===== src/hdl/glitc_sample_pkg.sv =====
//////////////////////////////
// Sample, block and beam power definitions for the coincidence trigger.
// Import into any module that handles channel blocks, windows or beam powers.
//////////////////////////////
`default_nettype none

package glitc_sample_pkg;

	// One signed RITC sample.
	localparam int SAMPLE_W = 3;
	// Samples per channel on each system clock.
	localparam int BLOCK_LEN = 16;
	localparam int BLOCK_W = BLOCK_LEN * SAMPLE_W;
	// Previous block plus current block.
	localparam int WINDOW_LEN = 2 * BLOCK_LEN;
	// Sixteen squares of at most 144 each fit in 12 bits.
	localparam int POWER_W = 12;

	typedef logic signed [SAMPLE_W-1:0] sample_t;

	// Sample 0 is the oldest and sits in the low bits.
	typedef sample_t [BLOCK_LEN-1:0] block_t;

	// Positions 0 to 15 hold the previous block, 16 to 31 the current one.
	typedef sample_t [WINDOW_LEN-1:0] window_t;

	typedef logic [POWER_W-1:0] power_t;

endpackage

`default_nettype wire


===== src/hdl/sample_window_builder.sv =====
//////////////////////////////
// Window builder for one group of three channels.
// Joins the stored previous block of each channel with the new block
// and issues a registered 32-sample window one cycle after in_valid_i.
//////////////////////////////
`default_nettype none

module sample_window_builder
	import glitc_sample_pkg::*;
(
	input wire logic sysclk_i,
	input wire logic reset_i,
	input wire logic enable_i,

	input wire logic in_valid_i,
	input wire block_t ch_a_i,
	input wire block_t ch_b_i,
	input wire block_t ch_c_i,

	output logic win_valid_o,
	output window_t win_a_o,
	output window_t win_b_o,
	output window_t win_c_o
);

	// A block offered while disabled is dropped entirely.
	logic accept;

	logic [BLOCK_W-1:0] prev_a_q;
	logic [BLOCK_W-1:0] prev_b_q;
	logic [BLOCK_W-1:0] prev_c_q;

	logic win_valid_q;
	window_t win_a_q;
	window_t win_b_q;
	window_t win_c_q;

	assign accept = in_valid_i && enable_i;

	//////////////////////////////
	// Previous block store.
	//////////////////////////////
	always_ff @(posedge sysclk_i) begin
		if (reset_i) begin
			prev_a_q <= '0;
			prev_b_q <= '0;
			prev_c_q <= '0;
		end else if (accept) begin
			prev_a_q <= ch_a_i;
			prev_b_q <= ch_b_i;
			prev_c_q <= ch_c_i;
		end
	end

	//////////////////////////////
	// Window output.
	//////////////////////////////
	always_ff @(posedge sysclk_i) begin
		if (reset_i) begin
			win_valid_q <= 1'b0;
		end else begin
			win_valid_q <= accept;
		end
	end

	// The new block lands in the upper half, previous block in the lower.
	always_ff @(posedge sysclk_i) begin
		if (accept) begin
			win_a_q <= {ch_a_i, prev_a_q};
			win_b_q <= {ch_b_i, prev_b_q};
			win_c_q <= {ch_c_i, prev_c_q};
		end
	end

	assign win_valid_o = win_valid_q;
	assign win_a_o = win_a_q;
	assign win_b_o = win_b_q;
	assign win_c_o = win_c_q;

endmodule

`default_nettype wire


===== config.mk =====
export PLATFORM = sky130hd
export DESIGN_NAME = sample_window_builder
export DESIGN_NICKNAME = d
export VERILOG_FILES = /design/src/hdl/glitc_sample_pkg.sv /design/src/hdl/sample_window_builder.sv
export SDC_FILE = /design/constraint.sdc
export NUM_CORES = 1
export LEC_CHECK = 0
export BUFFER_PORTS_ARGS = -buffer_cell sky130_fd_sc_hd__buf_2
export CAP_MARGIN = 40
export CORE_MARGIN = 2
export CORE_UTILIZATION = 50
export DETAILED_ROUTE_END_ITERATION = 8
export HOLD_SLACK_MARGIN = 0.05
export PLACE_DENSITY = 0.75
export SYNTH_ARGS = -nofsm -noshare
export SYNTH_HDL_FRONTEND = slang
export SYNTH_SLANG_ARGS = --single-unit

===== constraint.sdc =====
create_clock -name sysclk_i -period 22.6 [get_ports sysclk_i]
set_input_delay 1.13 -clock sysclk_i [delete_from_list [all_inputs] [get_ports sysclk_i]]
set_output_delay 1.13 -clock sysclk_i [all_outputs]
set_load 0.005 [all_outputs]

# After elaboration in Yosys (flattened, before gate mapping)
# Cells that the tools add are included.
# Widths: inputs -> output; s select.
[word_totals] in_bits=148 out_inout_bits=289 register_bits=433 word_cells=101
[op_classes] reduce_logical=1
[op_table] op="$logic_and 1x1->1" n=1

# Longest topological paths before layout
[depth] ltp_word=1 depth_mapped=5 mapped_depth_nobuf=2

# Worst setup path after synthesis
# No wires, ideal clock.
[synth_path] path_type="in2reg" start="input in_valid_i" end="register win_a_q, in the netlist win_a_o[0], enable pin" slack_ps=13977 path_buffers=2 required_ps=21914 setup_ps=686 cell_stages=3 arrival_time_ps=7937 path_cell_list="buf_6 buf_6 and2_1"
[synth_via] elab_chain_cells=1
[synth_rtl] element="start, declared" line="sample_window_builder.sv:15" rtl="input wire logic in_valid_i,"
[synth_rtl] element="$logic_and 1x1->1" line="sample_window_builder.sv:38" rtl="assign accept = in_valid_i && enable_i;"
[synth_rtl] element="net accept" line="sample_window_builder.sv:27" rtl="logic accept;"
[synth_rtl] element="end signal, assigned" line="sample_window_builder.sv:69" rtl="win_a_q <= {ch_a_i, prev_a_q};"
[synth_rtl] element="end, declared" line="sample_window_builder.sv:34" rtl="window_t win_a_q;"
# The timed path passes the listed nets, and every way through them passes these cells.
# A chain may end at the register's enable or synchronous reset.

# Worst setup path in the final report
[layout_path] start="input in_valid_i" end="register win_c_q, in the netlist win_c_o[1], enable pin"
[layout_via] elab_chain_cells=1
[layout_rtl] element="$logic_and 1x1->1" line="sample_window_builder.sv:38"
[layout_rtl] element="net accept" line="sample_window_builder.sv:27"
[layout_rtl] element="end signal, assigned" line="sample_window_builder.sv:71" rtl="win_c_q <= {ch_c_i, prev_c_q};"
[layout_rtl] element="end, declared" line="sample_window_builder.sv:36" rtl="window_t win_c_q;"
# The timed path passes the listed nets, and every way through them passes these cells.

==> run summary <==
### Layout
• **most common cell after layout, fill and taps aside** buf_2
• **nets** 1510
• **layout-stage area growth over the synthesis result** 26.4%
• **Filler Cells Inserted** 2204
• **share of layout cells above drive strength 1** 41.6%
• **most frequent cells in the layout** buf_2, edfxtp_1, dfxtp_1

### Pwr
• **standby leakage power** 7.46 nW
• **IR Drop Worst-Case VDD** 61.5 uV
• **power per standard cell area** 91.7 mW/mm^2
• **total design power** 1.73 mW

### Logic synthesis
• **number of instances in the synthesized netlist** 947
• **number of warning messages in the yosys log** 0
• **share of the yosys chip area belonging to registers** 77.5%
• **largest area contributor in the synthesized netlist** edfxtp_1
• **leading cell types by total area after synthesis** edfxtp_1, dfxtp_1, a21bo_1
• **Mean Syn Cell Area** 15.7 um^2
• **cell area after technology mapping** 0.0149 mm^2
• **Seq cells post-synth** 433
• **number of distinct library cells after synthesis** 12
• **number of nets produced by synthesis** 1095
• **fraction of synthesized cell area taken by the top area cell type** 58.0%

### Run
• **max-cap viol count** 0

### Global routing
• **global-route wire length before repair** 49.5 mm
• **maximum number of pins on one net before global-route repair** 98
• **number of antenna violations at the first check in global routing** 4
• **global-route congestion overflow total** 0
• **via count of the first global-routing pass** 8951
• **Overall Global Routing Usage** 20.5%

### Timing
• **final critical-path share of the clock period** 15.6%
• **count of final max-slew check failures** 0
• **final-report setup violation count** 0
• **worst clock skew on the final layout** 0.00868 ns
• **setup repair after global routing missed its margin** false
• **normalized max-slew margin** 42.4%
• **Worst Hold Slack** 0.420 ns
• **maximum clock rate** 284 MHz
• **final total negative setup slack** 0 ns
• **Tmin final** 3.53 ns
• **Hold Fails Final Rpt** 0
• **actual slew at the worst max-slew pin** 0.863 ns

### Setup path
• **crit end category** flop
• **worst endpoint data arrival time** 3.67 ns
• **highest net fanout along the worst path** 97
• **type of element launching the critical path** input port
• **CP Data Required Time** 22.75 ns
• **Setup CP Type** in2reg

### Clock network
• **CTS Buffer Depth** 3
• **htree depth** 2
• **Clk pin slew, worst setup/hold paths** 0.06 ns
• **post-cts hold buffer count** 0
• **total clock buffers created by CTS** 42
• **postcts setup bufs** 0
• **CTS tree** built
• **root buffer cell** clkbuf_16
• **clock net sink count** 433
• **number of gates resized after CTS** 0
• **insertion delay to the later sink of the worst-skew pair** 0.52 ns

### Hold path
• **class of the most critical hold timing path** reg2reg

### Drt
• **number of nets with antenna violations after routing** 0
• **number of remaining DRC errors** 0
• **routed vias** 9295
• **Via-to-Cell Ratio** 5.20
• **First DRT Iteration DRCs** 590
• **first drt pass iteration count** 5
• **sum of routed wire length over all layers** 33.2 mm
• **routed len/inst** 18.6 um

### Floorplan
• **Die Footprint** 0.0312 mm^2
• **starting density of the core** 50.5%
• **area of the core region** 0.0295 mm^2
• **die height** 177 um
• **die extent in x** 177 um
• **floorplan row count** 63
• **io pins** 437

### Place
• **PortBufs** 436
• **Final GP Congestion** 0.750
• **Detailed Place HPWL** 22.0 mm

### Status
• **status** complete, no violations

-- kinds of logic after synthesis --
group,Yosys count,synth area share [%]
DFF,433,77.5
AOI/OAI and AO/OA,288,14.5
buffers and inverters,80,3.05
and+or+nand+nor,146,4.92
-- where the power goes --
part	leakage, nW	total, mW	switching (mW)	internal, mW
clock network	0.701	0.717	0.278	0.438
logic	2.80	0.110	0.0633	0.0469
registers	3.95	0.900	0.0122	0.888
total	7.46	1.73	0.354	1.37
-- layout make-up --
cell class              count  area (um^2)  share of cell area, %
flip-flops and latches    433        11600                   61.3
well taps                 390          488                   2.59
clock buffers              64         1250                   6.62
repair buffers            451         2450                   13.0
multi-input cells         434         2900                   15.4
diodes                      2         5.00                 0.0266
clock inverters            13          194                   1.03
-- critical path, stage by stage --
cell and delay, ns:
clkbuf_8 0.50, and2_4 0.55, buf_4 0.41, buf_16 0.29, buf_4 0.71
-- Yosys cell counts --
| cell type | number |
|---|---|
| a21bo_1 | 76 |
| buf_4 | 5 |
| nand3_1 | 144 |
| a21oi_1 | 144 |
| and2_1 | 1 |
| edfxtp_1 | 288 |
| a21bo_2 | 68 |
| buf_2 | 36 |
| clkbuf_1 | 27 |
| buf_6 | 12 |
| nor2b_1 | 1 |
| dfxtp_1 | 145 |
-- worst paths after layout --
check	slack [ns]	depth (start not counted)	end	start
worst max register to register	21.76	2	prev_c_q[2]	prev_c_q[2]
worst max-delay path	19.07	5	win_c_o[1]	in_valid_i
worst min-delay path	0.42	0	win_c_o[10]	prev_c_q[10]
worst min register to register	0.42	0	win_c_o[10]	prev_c_q[10]
-- flip-flops by register name, indices dropped and copies added (netlist names) --
name and flops:
prev_a_q 48, prev_b_q 48, prev_c_q 48, win_a_o 96, win_b_o 96, win_c_o 96
win_valid_o 1
-- routing by layer --
layer / global-route usage (%) / vias up / share of wire, %
met4: 6.61 / 4 / 2.6
li1: - / 4387 / -
met3: 6.04 / 65 / 8.0
met2: 35.5 / 345 / 51
met1: 24.6 / 4494 / 39
met5: 0 / - / 0.072
-- metrics by stage --
step	instances	instance area [um^2]	setup WS [ns]	util, %
floorplan	947	14900	13.98	-
global placement	1701	17200	17.80	58.3
detailed placement	1708	17400	18.50	59.0
CTS	1785	18800	19.05	63.9
global route	1787	18800	18.85	63.9
finish	1787	18800	19.07	63.9
Power figures use the tool's default switching activity.
