===== config.mk =====
export PLATFORM = sky130hd
export DESIGN_NAME = beam_power_sum
export DESIGN_NICKNAME = d
export VERILOG_FILES = /design/src/hdl/glitc_sample_pkg.sv /design/src/hdl/beam_power_sum.sv
export SDC_FILE = /design/constraint.sdc
export NUM_CORES = 1
export LEC_CHECK = 0
export ABC_AREA = 1
export BUFFER_PORTS_ARGS = -buffer_cell sky130_fd_sc_hd__buf_2
export CORE_UTILIZATION = 59
export DETAILED_ROUTE_END_ITERATION = 8
export GPL_TIMING_DRIVEN = 0
export PLACE_DENSITY = 0.84
export SLEW_MARGIN = 10
export SYNTH_ARGS = -nofsm -noshare
export SYNTH_HDL_FRONTEND = slang
export SYNTH_SLANG_ARGS = --single-unit

===== constraint.sdc =====
create_clock -name sysclk_i -period 6.7 [get_ports sysclk_i]
set_input_delay 1.34 -clock sysclk_i [delete_from_list [all_inputs] [get_ports sysclk_i]]
set_output_delay 1.34 -clock sysclk_i [all_outputs]
set_load 0.02 [all_outputs]

===== src/hdl/glitc_sample_pkg.sv =====
//////////////////////////////
// Sample, block and beam power definitions for the coincidence trigger.
// Import into any module that handles channel blocks, windows or beam powers.
//////////////////////////////
`default_nettype none

package glitc_sample_pkg;

	// One signed RITC sample.
	localparam int SAMPLE_W = 3;
	// Samples per channel on each system clock.
	localparam int BLOCK_LEN = 16;
	localparam int BLOCK_W = BLOCK_LEN * SAMPLE_W;
	// Previous block plus current block.
	localparam int WINDOW_LEN = 2 * BLOCK_LEN;
	// Sixteen squares of at most 144 each fit in 12 bits.
	localparam int POWER_W = 12;

	typedef logic signed [SAMPLE_W-1:0] sample_t;

	// Sample 0 is the oldest and sits in the low bits.
	typedef sample_t [BLOCK_LEN-1:0] block_t;

	// Positions 0 to 15 hold the previous block, 16 to 31 the current one.
	typedef sample_t [WINDOW_LEN-1:0] window_t;

	typedef logic [POWER_W-1:0] power_t;

endpackage

`default_nettype wire


===== src/hdl/beam_power_sum.sv =====
//////////////////////////////
// Phased sum of squares for one beam.
// BEAM delays channel B by BEAM samples and channel C by twice that.
// Power comes out two cycles after win_valid_i.
//////////////////////////////
`default_nettype none

module beam_power_sum
	import glitc_sample_pkg::*;
#(
	parameter int BEAM = 0
) (
	input wire logic sysclk_i,
	input wire logic reset_i,

	input wire logic win_valid_i,
	input wire window_t win_a_i,
	input wire window_t win_b_i,
	input wire window_t win_c_i,

	output power_t power_o,
	output logic valid_o
);

	// Three 3-bit samples sum to at most 12 in magnitude.
	localparam int SUM_W = SAMPLE_W + 2;
	localparam int PROD_W = 2 * SUM_W;
	// A square is at most 144.
	localparam int SQ_W = PROD_W - 2;

	logic signed [SUM_W-1:0] phased [BLOCK_LEN];
	logic signed [PROD_W-1:0] product [BLOCK_LEN];
	logic [SQ_W-1:0] square_q [BLOCK_LEN];
	logic square_valid_q;

	power_t total;
	power_t power_q;
	logic valid_q;

	//////////////////////////////
	// Stage one: phase align and square.
	//////////////////////////////
	always_comb begin
		for (int i = 0; i < BLOCK_LEN; i++) begin
			phased[i] = SUM_W'($signed(win_a_i[BLOCK_LEN + i]))
				+ SUM_W'($signed(win_b_i[BLOCK_LEN + i - BEAM]))
				+ SUM_W'($signed(win_c_i[BLOCK_LEN + i - 2 * BEAM]));
			product[i] = PROD_W'(phased[i]) * PROD_W'(phased[i]);
		end
	end

	always_ff @(posedge sysclk_i) begin
		for (int i = 0; i < BLOCK_LEN; i++) begin
			square_q[i] <= product[i][SQ_W-1:0];
		end
	end

	//////////////////////////////
	// Stage two: add the squares.
	//////////////////////////////
	always_comb begin
		total = '0;
		for (int i = 0; i < BLOCK_LEN; i++) begin
			total = total + POWER_W'(square_q[i]);
		end
	end

	always_ff @(posedge sysclk_i) begin
		power_q <= total;
	end

	always_ff @(posedge sysclk_i) begin
		if (reset_i) begin
			square_valid_q <= 1'b0;
			valid_q <= 1'b0;
		end else begin
			square_valid_q <= win_valid_i;
			valid_q <= square_valid_q;
		end
	end

	assign power_o = power_q;
	assign valid_o = valid_q;

endmodule

`default_nettype wire


* After elaboration in Yosys (flattened, before gate mapping)
Memories as Yosys holds them, arrays and structs flattened.
Cells that the tools add are included.
** Word-level totals
- Bits in registers :: 14
- Bits in writable memories :: 128
- Input bits :: 291
- Output and inout port bits :: 13
- Logic and storage cells :: 67
- Memories :: 1
** Memories
- square_q :: words 16, bits a word 8, read ports 16, clocked after memory_dff 0, wr ports 16, line beam_power_sum.sv:33 : logic [SQ_W-1:0] square_q [BLOCK_LEN];
** Operators by class
- Add/subtract/negate cells :: 47
- $mul :: 16
** Operators by type and width (count)
- $add A12 B8 Y12 :: 11
- $mul A5 B5 Y8 :: 16
- $add A4 B3 Y5 :: 16
- $add A3 B3 Y4 :: 16
- $add A11 B8 Y12 :: 1
- $add A10 B8 Y11 :: 1
- $add A9 B8 Y10 :: 1
- $add A8 B8 Y9 :: 1

* Longest topological paths before layout
- Depth after elaboration :: 15
- Gate-level depth with buffers :: 24
- Mapped depth without buffers :: 24

* Worst setup path after synthesis
No wires, ideal clock.
- Path kind :: input port to flip-flop
- Start point :: input win_a_i[70] (netlist name)
- End point :: memory square_q[7][7] (netlist name)
- Library setup time :: 0.114 ns
- Data arrival time :: 5.496 ns
- Required time :: 6.586 ns
- Path slack :: 1.090 ns
- Cell stages on the path :: 18
- Path buffers :: 0
- Cells stage by stage :: inv_1 fa_1 inv_1 ha_1 fa_1 xnor2_1 or2_2 fa_1 fa_1 inv_1 fa_1 fa_1 a21oi_1 inv_1 nand2_1 nand2_1 nor2_1 nor2_2
** RTL lines
- start, declared :: line beam_power_sum.sv:17 : input wire window_t win_a_i,
- end, declared :: line beam_power_sum.sv:33

==> run_results.csv <==
group,metric,value,unit
status,outcome,"completed",
logic_synthesis,synth_area_leaders,"fa_1, dfxtp_1, ha_1",
sta,drv_slew,0,
global_routing,grt_usage,25.4,%
detailed_routing,drt-total-wl,34.1,mm
logic_synthesis,netlist_area,17100,um^2
finish,area_growth,11.4,%
floorplan,coreArea,28200,um^2
cts,clock_latency,430,ps
floorplan,ios,304,
setup_path,crit_path_max_fanout,3,
cts,cts_buffer_depth,2,
detailed_routing,wl_per_cell,13.2,um
cts,cts_tree,"done",
detailed_routing,vias_per_cell,4.90,
placement,dp_cells,2559,
setup_path,cp-endpoint,"square_q[13][7]",
setup_path,rr_startpoint,"square_q[13][2]",
setup_path,worst_path_most_repeated_cell,"nand2_1",
placement,gp_congestion,0.868,
placement,io_buffer_count,159,
cts,cts.clk_slew.worst_paths,60,ps
finish,n_antenna_cell,0,
floorplan,die_h,172,um
cts,cts-root-buf,"clkbuf_16",
min_path,hold_class,"reg2reg",
cts,cts-buffers-inserted,17,
floorplan,initial_core_util,60.8,%
floorplan,rows,61,
setup_path,reg2reg_to,"power_o[10]",
finish,nets,3005,
finish,nFillCells,2057,
sta,setup_violations,0,
finish,register_area,2520,um^2
detailed_routing,drt_iter0_markers,559,
setup_path,critPathLaunchType,"input port",
cts,hold_buffers,0,
cts,h-tree-depth,4,
sta,clock.fmax,0.177,GHz
global_routing,grt_pass1_vias,14000,
finish,multi_input_area,12500,um^2
sta,hold_viol,0,
detailed_routing,vias,12700,
detailed_routing,antenna_left,0,
logic_synthesis,synth_cells,2004,
setup_path,max_stage_delay,550,ps
setup_path,rrSetupSlack,1610,ps
logic_synthesis,avgSynthCellArea,8.54,um^2
setup_path,crit_start,"win_a_i[88]",
global_routing,grt-ovfl-total,0,
setup_path,crit_arrival,5990,ps
setup_path,crit_slowest_cell,"fa_1",
cts,cts.sinks,126,
global_routing,grt_pass1_wl,59.4,mm
finish,finalNonFillerCells,2591,
sta,finalSetupTns,0,ps
global_routing,grt_max_degree,17,
logic_synthesis,ys_seq_area_share,14.7,%
floorplan,dieArea,29700,um^2
setup_path,end_kind,"register",
sta,period_share,84.5,%
cts,ctsResizeCount,0,
floorplan,die_x,172,um
setup_path,crit_type,"in2reg",
sta,period_needed,5660,ps
setup_path,crit_chain,"buf_2 > fa_1 > ha_1 > fa_1 > or2_2 > nand2_1 > inv_1 > nand2_1 > fa_1 > fa_1 > inv_1 > fa_1 > fa_1 > nand2_1 > nand2_1 > a21oi_1 > nand3b_1 > nand2_1 > nand2_1 > nand2_1",
sta,rsz0062_at_grt,"false",
logic_synthesis,synth_top_area_cell,"fa_1",
setup_path,worstRegToRegCells,17,
setup_path,critPathRequiredTime,7030,ps
detailed_routing,drc_errors,0,
detailed_routing,firstDrtPassIters,5,
logic_synthesis,synth_seq_cells,126,
global_routing,antenna_found_initial,0,
finish,drive_gt1_share,10.1,%
run,maxCapViolations,0,
logic_synthesis,yosysUniqueCellTypes,26,
sta,fin_skew,7.33,ps
logic_synthesis,ys_warn_count,0,
cts,postCtsSetupRepairBufs,0,
placement,hpwl,29.2,mm
logic_synthesis,synth_top_area_share,36.8,%
==> stage by stage <==
step	hold WS (ps)	worst slack (ps)	area (um^2)	utilization, %
final	411	1040	19100	67.7
after global routing	446	827	19100	67.7
after CTS	417	1100	19100	67.7
after detailed placement	403	671	18500	65.5
after global placement	396	816	18500	65.5
after floorplan	388	1090	17200	-
==> final cells by class <==
type / instances / area share (%)
timing repair buffer: 159 / 4.17
clock inverter: 14 / 0.958
sequential: 126 / 13.2
tap: 378 / 2.48
inverter: 578 / 11.4
multi-input combinational: 1316 / 65.5
clock buffer: 18 / 2.30
buffer: 2 / 0.0394
==> worst max-delay path, delay by kind of cell <==
family / cells / cell delay (ps)
AOI/OAI and AO/OA: 1 / 190
and+or+nand+nor: 9 / 1040
adders and majority gates: 7 / 3150
buffers and inverters: 3 / 280
==> layer usage <==
layer	part of all wire, %	track usage [%]	routed length [um]
met1	40	29.2	13800
met2	53	47.8	18100
met3	4.1	3.48	1400
met4	2.5	8.70	859
met5	0	0	0
==> cells in the mapped netlist <==
| cell type | n |
|---|---|
| nor2_2 | 3 |
| o21ai_0 | 3 |
| xor2_1 | 48 |
| a21boi_0 | 1 |
| and2_1 | 1 |
| nand4_1 | 3 |
| nand3b_1 | 12 |
| o21ai_1 | 1 |
| inv_1 | 578 |
| a21oi_1 | 34 |
| nand3_1 | 98 |
| nor2_1 | 135 |
| a21o_1 | 2 |
| ha_1 | 199 |
| xnor2_1 | 18 |
| nand2_2 | 11 |
| fa_1 | 315 |
| nand3b_2 | 2 |
| nor3_1 | 12 |
| dfxtp_1 | 126 |
| nand2_1 | 381 |
| or2_4 | 2 |
| clkbuf_1 | 2 |
| or2_2 | 14 |
| conb_1 | 2 |
| or2_1 | 1 |
==> flip-flops by register name (all words and copies together), names as in the netlist <==
register / flops
square_q: 112
valid_o: 1
square_valid_q: 1
power_o: 12
==> layout by cell type, fill, tap and decap left out, drive strengths merged <==
cell type	n
clkbuf	20
a21o	2
nand4	3
buf	159
nand3b	14
fa	315
bufinv	3
nand3	98
clkinv	2
and2	1
dfxtp	126
o21ai	4
xnor2	18
a21oi	34
ha	199
conb	20
xor2	48
nor2	138
nor3	12
a21boi	1
clkinvlp	5
nand2	392
or2	17
inv	582
==> cell families after synthesis <==
family | count (synthesis) | synth area share (%)
AND/OR/NAND/NOR | 675 | 16.5
buffers and inverters | 580 | 12.7
adder cells (fa/ha/maj) | 514 | 51.4
flip-flops | 126 | 14.7
XOR/XNOR | 66 | 3.38
AO/OA/AOI/OAI | 41 | 1.24
other | 2 | 0.0439
==> worst min path at each step <==
| stage | from | depth (start not counted) | end |
|---|---|---|---|
| finish | square_valid_q | 2 | valid_o |
| global route | square_valid_q | 2 | valid_o |
| CTS | square_valid_q | 2 | valid_o |
| detailed placement | square_valid_q | 2 | valid_o |
| global placement | square_valid_q | 2 | valid_o |
| floorplan | square_valid_q | 2 | valid_o |
Power is left out: the tool's default activity adds up to more than one toggle a clock period on the data nets, which glitch-free logic cannot reach.
