`src/hdl/glitc_sample_pkg.sv`:
```
//////////////////////////////
// Sample, block and beam power definitions for the coincidence trigger.
// Import into any module that handles channel blocks, windows or beam powers.
//////////////////////////////
`default_nettype none

package glitc_sample_pkg;

	// One signed RITC sample.
	localparam int SAMPLE_W = 3;
	// Samples per channel on each system clock.
	localparam int BLOCK_LEN = 16;
	localparam int BLOCK_W = BLOCK_LEN * SAMPLE_W;
	// Previous block plus current block.
	localparam int WINDOW_LEN = 2 * BLOCK_LEN;
	// Sixteen squares of at most 144 each fit in 12 bits.
	localparam int POWER_W = 12;

	typedef logic signed [SAMPLE_W-1:0] sample_t;

	// Sample 0 is the oldest and sits in the low bits.
	typedef sample_t [BLOCK_LEN-1:0] block_t;

	// Positions 0 to 15 hold the previous block, 16 to 31 the current one.
	typedef sample_t [WINDOW_LEN-1:0] window_t;

	typedef logic [POWER_W-1:0] power_t;

endpackage

`default_nettype wire

```
`src/hdl/beam_max_select.sv`:
```
//////////////////////////////
// Picks the strongest unmasked beam and compares it with the threshold.
// Result and trigger are registered one cycle after valid_i.
// Ties go to the lowest beam index.
//////////////////////////////
`default_nettype none

module beam_max_select
	import glitc_sample_pkg::*;
#(
	parameter int NUM_BEAMS = 8,
	localparam int BEAM_W = (NUM_BEAMS > 1) ? $clog2(NUM_BEAMS) : 1
) (
	input wire logic sysclk_i,
	input wire logic reset_i,

	input wire logic valid_i,
	input wire power_t powers_i [NUM_BEAMS],
	input wire logic [NUM_BEAMS-1:0] beam_mask_i,
	input wire power_t threshold_i,

	output logic max_valid_o,
	output power_t max_power_o,
	output logic [BEAM_W-1:0] max_beam_o,
	output logic trigger_o
);

	power_t best_power;
	logic [BEAM_W-1:0] best_beam;

	logic max_valid_q;
	logic trigger_q;
	power_t max_power_q;
	logic [BEAM_W-1:0] max_beam_q;

	// Masked beams count as zero, strict compare keeps the lowest index.
	always_comb begin
		best_power = '0;
		best_beam = '0;
		for (int k = 0; k < NUM_BEAMS; k++) begin
			if (beam_mask_i[k] && (powers_i[k] > best_power)) begin
				best_power = powers_i[k];
				best_beam = BEAM_W'(k);
			end
		end
	end

	//////////////////////////////
	// Result registers.
	//////////////////////////////
	always_ff @(posedge sysclk_i) begin
		if (reset_i) begin
			max_valid_q <= 1'b0;
			trigger_q <= 1'b0;
		end else begin
			max_valid_q <= valid_i;
			trigger_q <= valid_i && (best_power >= threshold_i);
		end
	end

	always_ff @(posedge sysclk_i) begin
		if (valid_i) begin
			max_power_q <= best_power;
			max_beam_q <= best_beam;
		end
	end

	assign max_valid_o = max_valid_q;
	assign trigger_o = trigger_q;
	assign max_power_o = max_power_q;
	assign max_beam_o = max_beam_q;

endmodule

`default_nettype wire

```
`config.mk`:
```
export PLATFORM = sky130hd
export DESIGN_NAME = beam_max_select
export DESIGN_NICKNAME = d
export VERILOG_FILES = /design/src/hdl/glitc_sample_pkg.sv /design/src/hdl/beam_max_select.sv
export SDC_FILE = /design/constraint.sdc
export NUM_CORES = 1
export LEC_CHECK = 0
export BUFFER_PORTS_ARGS = -buffer_cell sky130_fd_sc_hd__buf_2
export CAP_MARGIN = 20
export CORE_MARGIN = 2
export CORE_UTILIZATION = 45
export DETAILED_ROUTE_END_ITERATION = 6
export HOLD_SLACK_MARGIN = 0.03
export MAX_ROUTING_LAYER = met4
export PLACE_DENSITY_LB_ADDON = 0.08
export SLEW_MARGIN = 0
export SYNTH_ARGS = -nofsm -noshare
export SYNTH_HDL_FRONTEND = slang
export SYNTH_SLANG_ARGS = --single-unit
```
`constraint.sdc`:
```
create_clock -name sysclk_i -period 41.2 [get_ports sysclk_i]
set_input_delay 4.12 -clock sysclk_i [delete_from_list [all_inputs] [get_ports sysclk_i]]
set_output_delay 4.12 -clock sysclk_i [all_outputs]
set_load 0.01 [all_outputs]
```
# Yosys cells after proc, flatten, opt, wreduce, memory -nomap -nowiden
# Index checks and enable logic that the tools add are counted.
[classes]
n_lt_le_gt_ge = 9
mux = 14
n_reduce_logical = 11
[ops]
columns = ["operator", "count"]
rows = [
  ["2-to-1 mux 12 bit", 8],
  ["> comparator 12 bit", 7],
  ["greater-or-equal comparator 12 bit", 1],
  ["> comparator 12 x 1 -> 1 bit, second input constant", 1],
  ["logical AND 1 bit", 9],
  ["2-to-1 mux 3 bit", 2],
  ["2-to-1 mux 2 bit", 2],
  ["OR reduction 4 bit", 1],
  ["2-to-1 mux 1 bit", 2],
  ["OR reduction 2 bit", 1],
]
[totals]
regBits = 17
input_bits = 119
output_inout_bits = 17

# Longest topological paths before layout
# Gate-level depths: netlist of the first run.
[logic_depth]
word_depth = 26
mapped_depth = 98
ltp_nobuf = 91

# Worst setup path before layout of the first run
# Ideal clock, no wire load.
[synth_timing]
path_type = "input to register"
startpoint = "input port beam_mask_i[0]"
endpoint = "register trigger_q (netlist: trigger_o)"
arrival_time_ns = 20.662
path_slack_ns = 20.422
path_stages = 96
n_path_buf = 8
cell_sequence = "clkbuf_1 > nand2_1 > ha_1 > nand4_1 > or2_4 > nor2_2 > nor2_1 > nor2_1 > clkbuf_1 > nand2_1 > o21ai_0 > inv_1 > ha_1 > a21o_1 > nor2_1 > o311a_1 > a211oi_1 > a21oi_1 > [60 not listed] > o21ai_0 > a21oi_1 > clkbuf_1 > nand2_1 > o21ai_0 > ha_1 > a21o_1 > a21o_1 > a21o_1 > a21o_1 > a21o_1 > a21o_1 > a21o_1 > a21o_1 > a21o_1 > a21o_1 > a21oi_1 > nor2b_1"
[synth_between]
elab_chain_len = 25
[synth_lines]
columns = ["element", "line_no", "text"]
rows = [
  ["start, declared", "beam_max_select.sv:19", "input wire logic [NUM_BEAMS-1:0] beam_mask_i,"],
  ["logical AND 1 bit *", "beam_max_select.sv:41", "if (beam_mask_i[k] && (powers_i[k] > best_power)) begin"],
  ["2-to-1 mux 12 bit *", "beam_max_select.sv:41", ""],
  ["> comparator 12 bit", "beam_max_select.sv:41", ""],
  ["logical AND 1 bit", "beam_max_select.sv:41", ""],
  ["2-to-1 mux 12 bit *", "beam_max_select.sv:41", ""],
  ["> comparator 12 bit", "beam_max_select.sv:41", ""],
  ["logical AND 1 bit", "beam_max_select.sv:41", ""],
  ["2-to-1 mux 12 bit *", "beam_max_select.sv:41", ""],
  ["[10 not listed]", "n/a", ""],
  ["logical AND 1 bit", "beam_max_select.sv:41", ""],
  ["2-to-1 mux 12 bit *", "beam_max_select.sv:41", ""],
  ["> comparator 12 bit", "beam_max_select.sv:41", ""],
  ["logical AND 1 bit", "beam_max_select.sv:41", ""],
  ["2-to-1 mux 12 bit *", "beam_max_select.sv:41", ""],
  ["via best_power[1]", "beam_max_select.sv:28", "power_t best_power;"],
  ["greater-or-equal comparator 12 bit *", "beam_max_select.sv:57", "trigger_q <= valid_i && (best_power >= threshold_i);"],
  ["logical AND 1 bit *", "beam_max_select.sv:57", ""],
  ["end signal, assigned", "beam_max_select.sv:57", ""],
  ["end, declared", "beam_max_select.sv:32", "logic trigger_q;"],
]
# Mark *: on every way through the listed nets, which the timed path passes. The rest lies on a longest branch.
# A chain may end at the register's enable or synchronous reset.

# Worst setup path in the final report of the first run
[layout_timing]
startpoint = "input port beam_mask_i[0]"
endpoint = "register trigger_q (netlist: trigger_o)"
[layout_between]
elab_chain_len = 25
[layout_lines]
columns = ["element", "line_no"]
rows = [
  ["logical AND 1 bit *", "beam_max_select.sv:41"],
  ["2-to-1 mux 12 bit *", "beam_max_select.sv:41"],
  ["> comparator 12 bit", "beam_max_select.sv:41"],
  ["logical AND 1 bit", "beam_max_select.sv:41"],
  ["2-to-1 mux 12 bit *", "beam_max_select.sv:41"],
  ["> comparator 12 bit", "beam_max_select.sv:41"],
  ["logical AND 1 bit", "beam_max_select.sv:41"],
  ["2-to-1 mux 12 bit *", "beam_max_select.sv:41"],
  ["[9 not listed]", "n/a"],
  ["> comparator 12 bit", "beam_max_select.sv:41"],
  ["logical AND 1 bit", "beam_max_select.sv:41"],
  ["2-to-1 mux 12 bit *", "beam_max_select.sv:41"],
  ["> comparator 12 bit", "beam_max_select.sv:41"],
  ["logical AND 1 bit", "beam_max_select.sv:41"],
  ["2-to-1 mux 12 bit *", "beam_max_select.sv:41"],
  ["greater-or-equal comparator 12 bit *", "beam_max_select.sv:57"],
  ["logical AND 1 bit *", "beam_max_select.sv:57"],
]
# Mark *: on every way between the ends. The rest lies on a longest branch, timed or not.

==> run metrics, run 1 <==
status complete, no violations; CTS root buffer clkbuf_8; clock share of power 0.061; Syn-to-layout area delta 19.1%; die area 10500 um^2; Ant. Diodes 0; post-layout min period between 20 and 25 ns; Fin Setup TNS 0 ns; FF+latch count, synth 17; Synth Flop Type edfxtp_1; sequential share of power 0.147; final setup vio count 0; internal power 0.108 mW; crit path DAT 23.08 ns; antenna violations before repair 0; sw frac 0.454; fmax approximately 44 MHz; Top Ports 136; Worst-Margin Slew 1.05 ns; unrepaired setup endpoints after global routing no; global-route wire length before repair approximately 18000 um; non-filler cells, final about 800; grt total ovfl 0; most used routing layer met2; sequential element share of the synthesized area 0.112; Wirelength per Cell 14.2 um; HP Class in -> reg; Yosys cell types 60; depth of the CTS H-tree 1; gpl congestion 0.939; WP data required slightly above 40 ns; CP max stage cell nor2_1; via count 4251; input/output buffers 135; final-stage net count 883; Layout Utilization 0.558; # DRC 0; Fill cells 926; Setup crit end kind flop; most frequent cells in the layout buf_2, ha_1, inv_1; pre-CTS setup slack 18.09 ns; placed insts roughly 800; period utilization 0.557; worst rel slew slack 0.298; Crit path largest cell delay 0.79 ns; Die Y 103 um; Sw Pwr 0.0894 mW; met1 usage 0.319; grt met2 use 0.350; CP most frequent cell a21o_1; final hold vios 0; critical path class in -> reg; vias in the first global route around 4000; routed wire length 11400 um; ys async rst share 0; most common cell after layout, fill and taps aside buf_2; drt first pass iters 4; core area 9330 um^2; Pwr Density 37.8 nW/um^2; FF/Latch Area 490 um^2; CP startpoint kind input port; maximum VDD drop 17.8 uV; yosys warns 0; synthesized area per cell ~8.1 um^2; CTS clk-pin slew, worst paths 0.06 ns; Slew Viols, Final 0; post-CTS setup buffer count 0; chip width between 100 and 150 um; leakage 2.72 nW; syn_nets 753; final setup margin 18.26 ns; Post-synth EDFFs 15; post-DP HPWL 10100 um; Total GRT Usage 0.220; layout cells sized above 1 0.302; GRT met3 Usage 0.00949; DRT iter0 DRCs 161; area of the multi-input gates 3530 um^2; Num CTS Buffers 3; vias per cell about 5.3; Gate power share 0.793; DRT antenna net count 0; Mapped Area 4370 um^2; initial core utilization 0.469; CTS sink count 17; worst-path fanout max 26; clock tree from TritonCTS yes; largest net degree at the start of global routing 27; clk buf depth 2; Core Rows 35; max-cap violations 0; Mapped Cells 543; post-cts sizing count 0; CTS hold repair buffers 0
cell usage after synthesis, types with 2 or more instances:
master | number | area share
a221o_1 | 3 | 0.0069
a21o_1 | 25 | 0.043
a211oi_2 | 2 | 0.0057
dfxtp_1 | 2 | 0.0092
clkbuf_1 | 6 | 0.0051
a31oi_1 | 2 | 0.0029
o211a_1 | 2 | 0.0046
nand3_1 | 10 | 0.011
a31o_2 | 4 | 0.0080
and3_1 | 4 | 0.0057
buf_2 | 3 | 0.0034
mux2_2 | 44 | 0.11
o21ai_0 | 44 | 0.050
o311a_1 | 2 | 0.0046
mux2_4 | 4 | 0.014
nor2b_1 | 11 | 0.016
o21a_1 | 10 | 0.017
nand2_1 | 49 | 0.042
o21bai_1 | 2 | 0.0034
a21oi_1 | 22 | 0.025
ha_1 | 91 | 0.26
nor4_1 | 3 | 0.0043
inv_1 | 78 | 0.067
nand4_1 | 12 | 0.017
and2_1 | 4 | 0.0057
mux2i_1 | 16 | 0.037
a211oi_1 | 4 | 0.0069
and4_1 | 2 | 0.0040
nor2_1 | 22 | 0.019
edfxtp_1 | 15 | 0.10
nor2_2 | 2 | 0.0029
or3_1 | 2 | 0.0029
nand2b_1 | 9 | 0.013
nor3_1 | 6 | 0.0069
cell families (layout without fill, tap and decap cells):
kind of cell | count (synthesis) | in the layout | synth area share
flip-flops | 17 | 17 | 0.112
adder cells (fa/ha/maj) | 91 | 91 | 0.260
buffers and inverters | 89 | 218 | 0.0798
XOR/XNOR | 2 | 2 | 0.00401
AND/OR/NAND/NOR | 142 | 142 | 0.162
AO/OA/AOI/OAI | 137 | 137 | 0.216
multiplexers | 65 | 65 | 0.166
final timing paths:
check	cells after the start	to	slack, ns	start
max	93	trigger_o	18.26	beam_mask_i[0]
min	2	max_valid_o	4.04	reset_i
per-stage QoR:
| step | power, mW | hold slack, ns | cell area, um^2 |
|---|---|---|---|
| 4_1_cts | 0.198 | 4.05 | 5210 |
| 2_1_floorplan | 0.144 | 4.20 | 4370 |
| 3_5_place_dp | 0.185 | 4.31 | 5160 |
| 3_3_place_gp | 0.182 | 4.30 | 5160 |
| 5_1_grt | 0.220 | 4.04 | 5210 |
| 6_report | 0.197 | 4.04 | 5210 |
power by group through the flow:
stage | clock [mW] | combinational (mW) | sequential (mW)
floorplan | 0 | 0.111 | 0.0329
global placement | 0 | 0.152 | 0.0293
detailed placement | 0 | 0.156 | 0.0292
CTS | 0.0122 | 0.157 | 0.0289
global route | 0.0128 | 0.178 | 0.0297
finish | 0.0119 | 0.156 | 0.0289
layer usage:
metal,share of wire,vias up
met1,0.53,1908
li1,-,2227
met5,0,-
met3,0.044,6
met4,0.0050,0
met2,0.42,110
layout make-up:
class / count / area share
repair buffers: 136 / 0.131
clock buffers: 4 / 0.00865
multi-input cells: 437 / 0.679
flip-flops and latches: 17 / 0.0942
inverters: 78 / 0.0562
well taps: 129 / 0.0310
flip-flops by register name (all words and copies together) (netlist names):
register	count
trigger_o	1
max_valid_o	1
max_power_o	12
max_beam_o	3
critical path: cells and delay by family:
family,cells,cell delay [ns]
AOI/OAI and AO/OA,53,10.56
and+or+nand+nor,17,2.66
buffers and inverters,7,0.80
adders and majority gates,8,2.19
muxes,8,2.76
Note: power is estimated with default switching activity, not from simulation.
==> inputs of run 2 (changes only) <==
clock period = 20.5 ns   (was 41.2 ns; I/O delays follow)
==> run 2 against run 1 <==
Against the previous run:
- sequential power is 100% higher
- global-route usage is 1.2 points higher
- via count is 2.2% higher
- count of clock-buffer cells in the layout is 1 lower
- setup slack worse by 17 ns
- die area stayed put
- design area is 1.6% higher
- cell count is 0.87% higher
- critical path type unchanged
- largest cell class unchanged
==> run metrics, run 2 (same netlist as run 1, synthesis figures left out) <==
most used routing layer met2; vias per cell 5.38 (+1.3%); CTS sink count 17 (unchanged); post-DP HPWL 10500 um (+3.9%); Top Family by Delay on Critical Path compound AO/OA/AOI/OAI gates; HP Class in -> reg; most frequent cells in the layout buf_2, ha_1, inv_1; Gate power share 0.794 (about the same); DRT iter0 DRCs 109 (-32%); critical path class in -> reg; Total GRT Usage 0.232 (+0.0119); Pwr Density 76.7 nW/um^2 (+100%); CTS hold repair buffers 0 (unchanged); met1 usage 0.323 (+0.00381); vias in the first global route 4230 (+6.8%); final setup vio count 0 (unchanged); maximum VDD drop 43.1 uV (+140%); most common cell after layout, fill and taps aside buf_2; DRT antenna net count 0 (unchanged); grt met2 use 0.377 (+0.0271); sequential share of power 0.144 (-0.003); antenna violations before repair 0 (unchanged); Core Rows 35 (unchanged); max reg flops 12 (unchanged); fmax ~52 MHz; grt total ovfl 0 (unchanged); gpl congestion 0.886 (-5.6%); area post-placement 5180 um^2 (+0.44%); Slew Viols, Final 0 (unchanged); drt first pass iters 4 (unchanged); global-route wire length before repair 19100 um (+5.9%); sw frac 0.456 (+0.00185); CTS clk-pin slew, worst paths 0.07 ns (about the same); layout cells sized above 1 0.318 (+0.0160); GRT met3 Usage 0.0183 (+0.00881); Num CTS Buffers 3 (unchanged); final hold vios 0 (unchanged); clock tree from TritonCTS yes; final-stage net count 890 (+0.79%); Top Ports 136 (unchanged); clock share of power 0.062 (about the same); routed wire length 12000 um (+5.0%); chip width 103 um (unchanged); # DRC 0 (unchanged); Worst Path Buf+Inv 7 (unchanged); via count 4344 (+2.2%); worst rel slew slack 0.583 (+0.285); period utilization 0.941; internal power 0.221 mW (+110%); total power 0.406 mW (+110%); CP startpoint kind input port; depth of the CTS H-tree 1 (unchanged); CTS root buffer clkbuf_8; Die Y 103 um (unchanged); Wirelength per Cell 14.8 um (+4.1%); CP most frequent cell a21o_1; Worst-Margin Slew 0.625 ns (-0.424 ns); core area 9330 um^2 (unchanged); clk buf depth 2 (unchanged); post-layout min period 19.30 ns; largest net degree at the start of global routing 19 (-30%); die area 10500 um^2 (unchanged); Sw Pwr 0.185 mW (+110%); worst-path fanout max 14 (-46%); crit path DAT 19.45 ns (-3.63 ns); CP max stage cell o311ai_4; Fin Hold WS 1.96 ns (-2.08 ns); cell area after layout 5290 um^2 (+1.6%); Crit path largest cell delay 0.41 ns (-0.38 ns); input/output buffers 135 (unchanged); leakage 2.77 nW (+1.8%); Setup crit end kind flop; status complete, no violations; Syn-to-layout area delta 20.9%; max-cap violations 0 (unchanged); Fin Setup TNS 0 ns (unchanged); WP data required 20.65 ns (-20.69 ns); initial core utilization 0.469 (unchanged); Ant. Diodes 0 (unchanged)
-- run 2: metrics by stage --
step	util	std cells	setup slack [ns]
after floorplan	-	543	1.79
after global placement	0.556	800	0.655
after detailed placement	0.556	800	0.127
after CTS	0.561	804	0.297
after global routing	0.567	808	-0.00486
final	0.567	808	1.20
-- run 2: path summary, 6_finish.rpt --
check             slack [ns]  cells after the start           to           start
setup / recovery        1.20                     93    trigger_o  beam_mask_i[0]
hold / removal          1.96                      2  max_valid_o         reset_i
-- run 2: cell type report --
cell class / instances / area (um^2)
tap: 129 / 161
multi-input combinational: 437 / 3560
fill: 917 / 4040
clock inverter: 1 / 5.00
sequential: 17 / 490
clock buffer: 3 / 41.3
inverter: 78 / 293
timing repair buffer: 143 / 736
-- run 2: what timing repair did --
action,CTS,global route
setup endpoints to repair,0,1
hold endpoints to repair,0,0
setup buffers,0,4
resized for setup,0,7
-- run 2: power groups by stage --
stage          clock network [mW]  registers [mW]  logic (mW)
5_1_grt                    0.0267          0.0595       0.366
6_report                   0.0252          0.0583       0.322
3_3_place_gp                    0          0.0592       0.306
4_1_cts                    0.0256          0.0585       0.319
3_5_place_dp                    0          0.0592       0.315
2_1_floorplan                   0          0.0662       0.223
-- run 2: metal layers --
metal | vias to the layer above | wire (um) | part of all wire
li1 | 2239 | - | -
met1 | 1968 | 5960 | 0.50
met2 | 131 | 5290 | 0.44
met3 | 6 | 637 | 0.053
met4 | 0 | 76 | 0.0063
met5 | - | 0 | 0
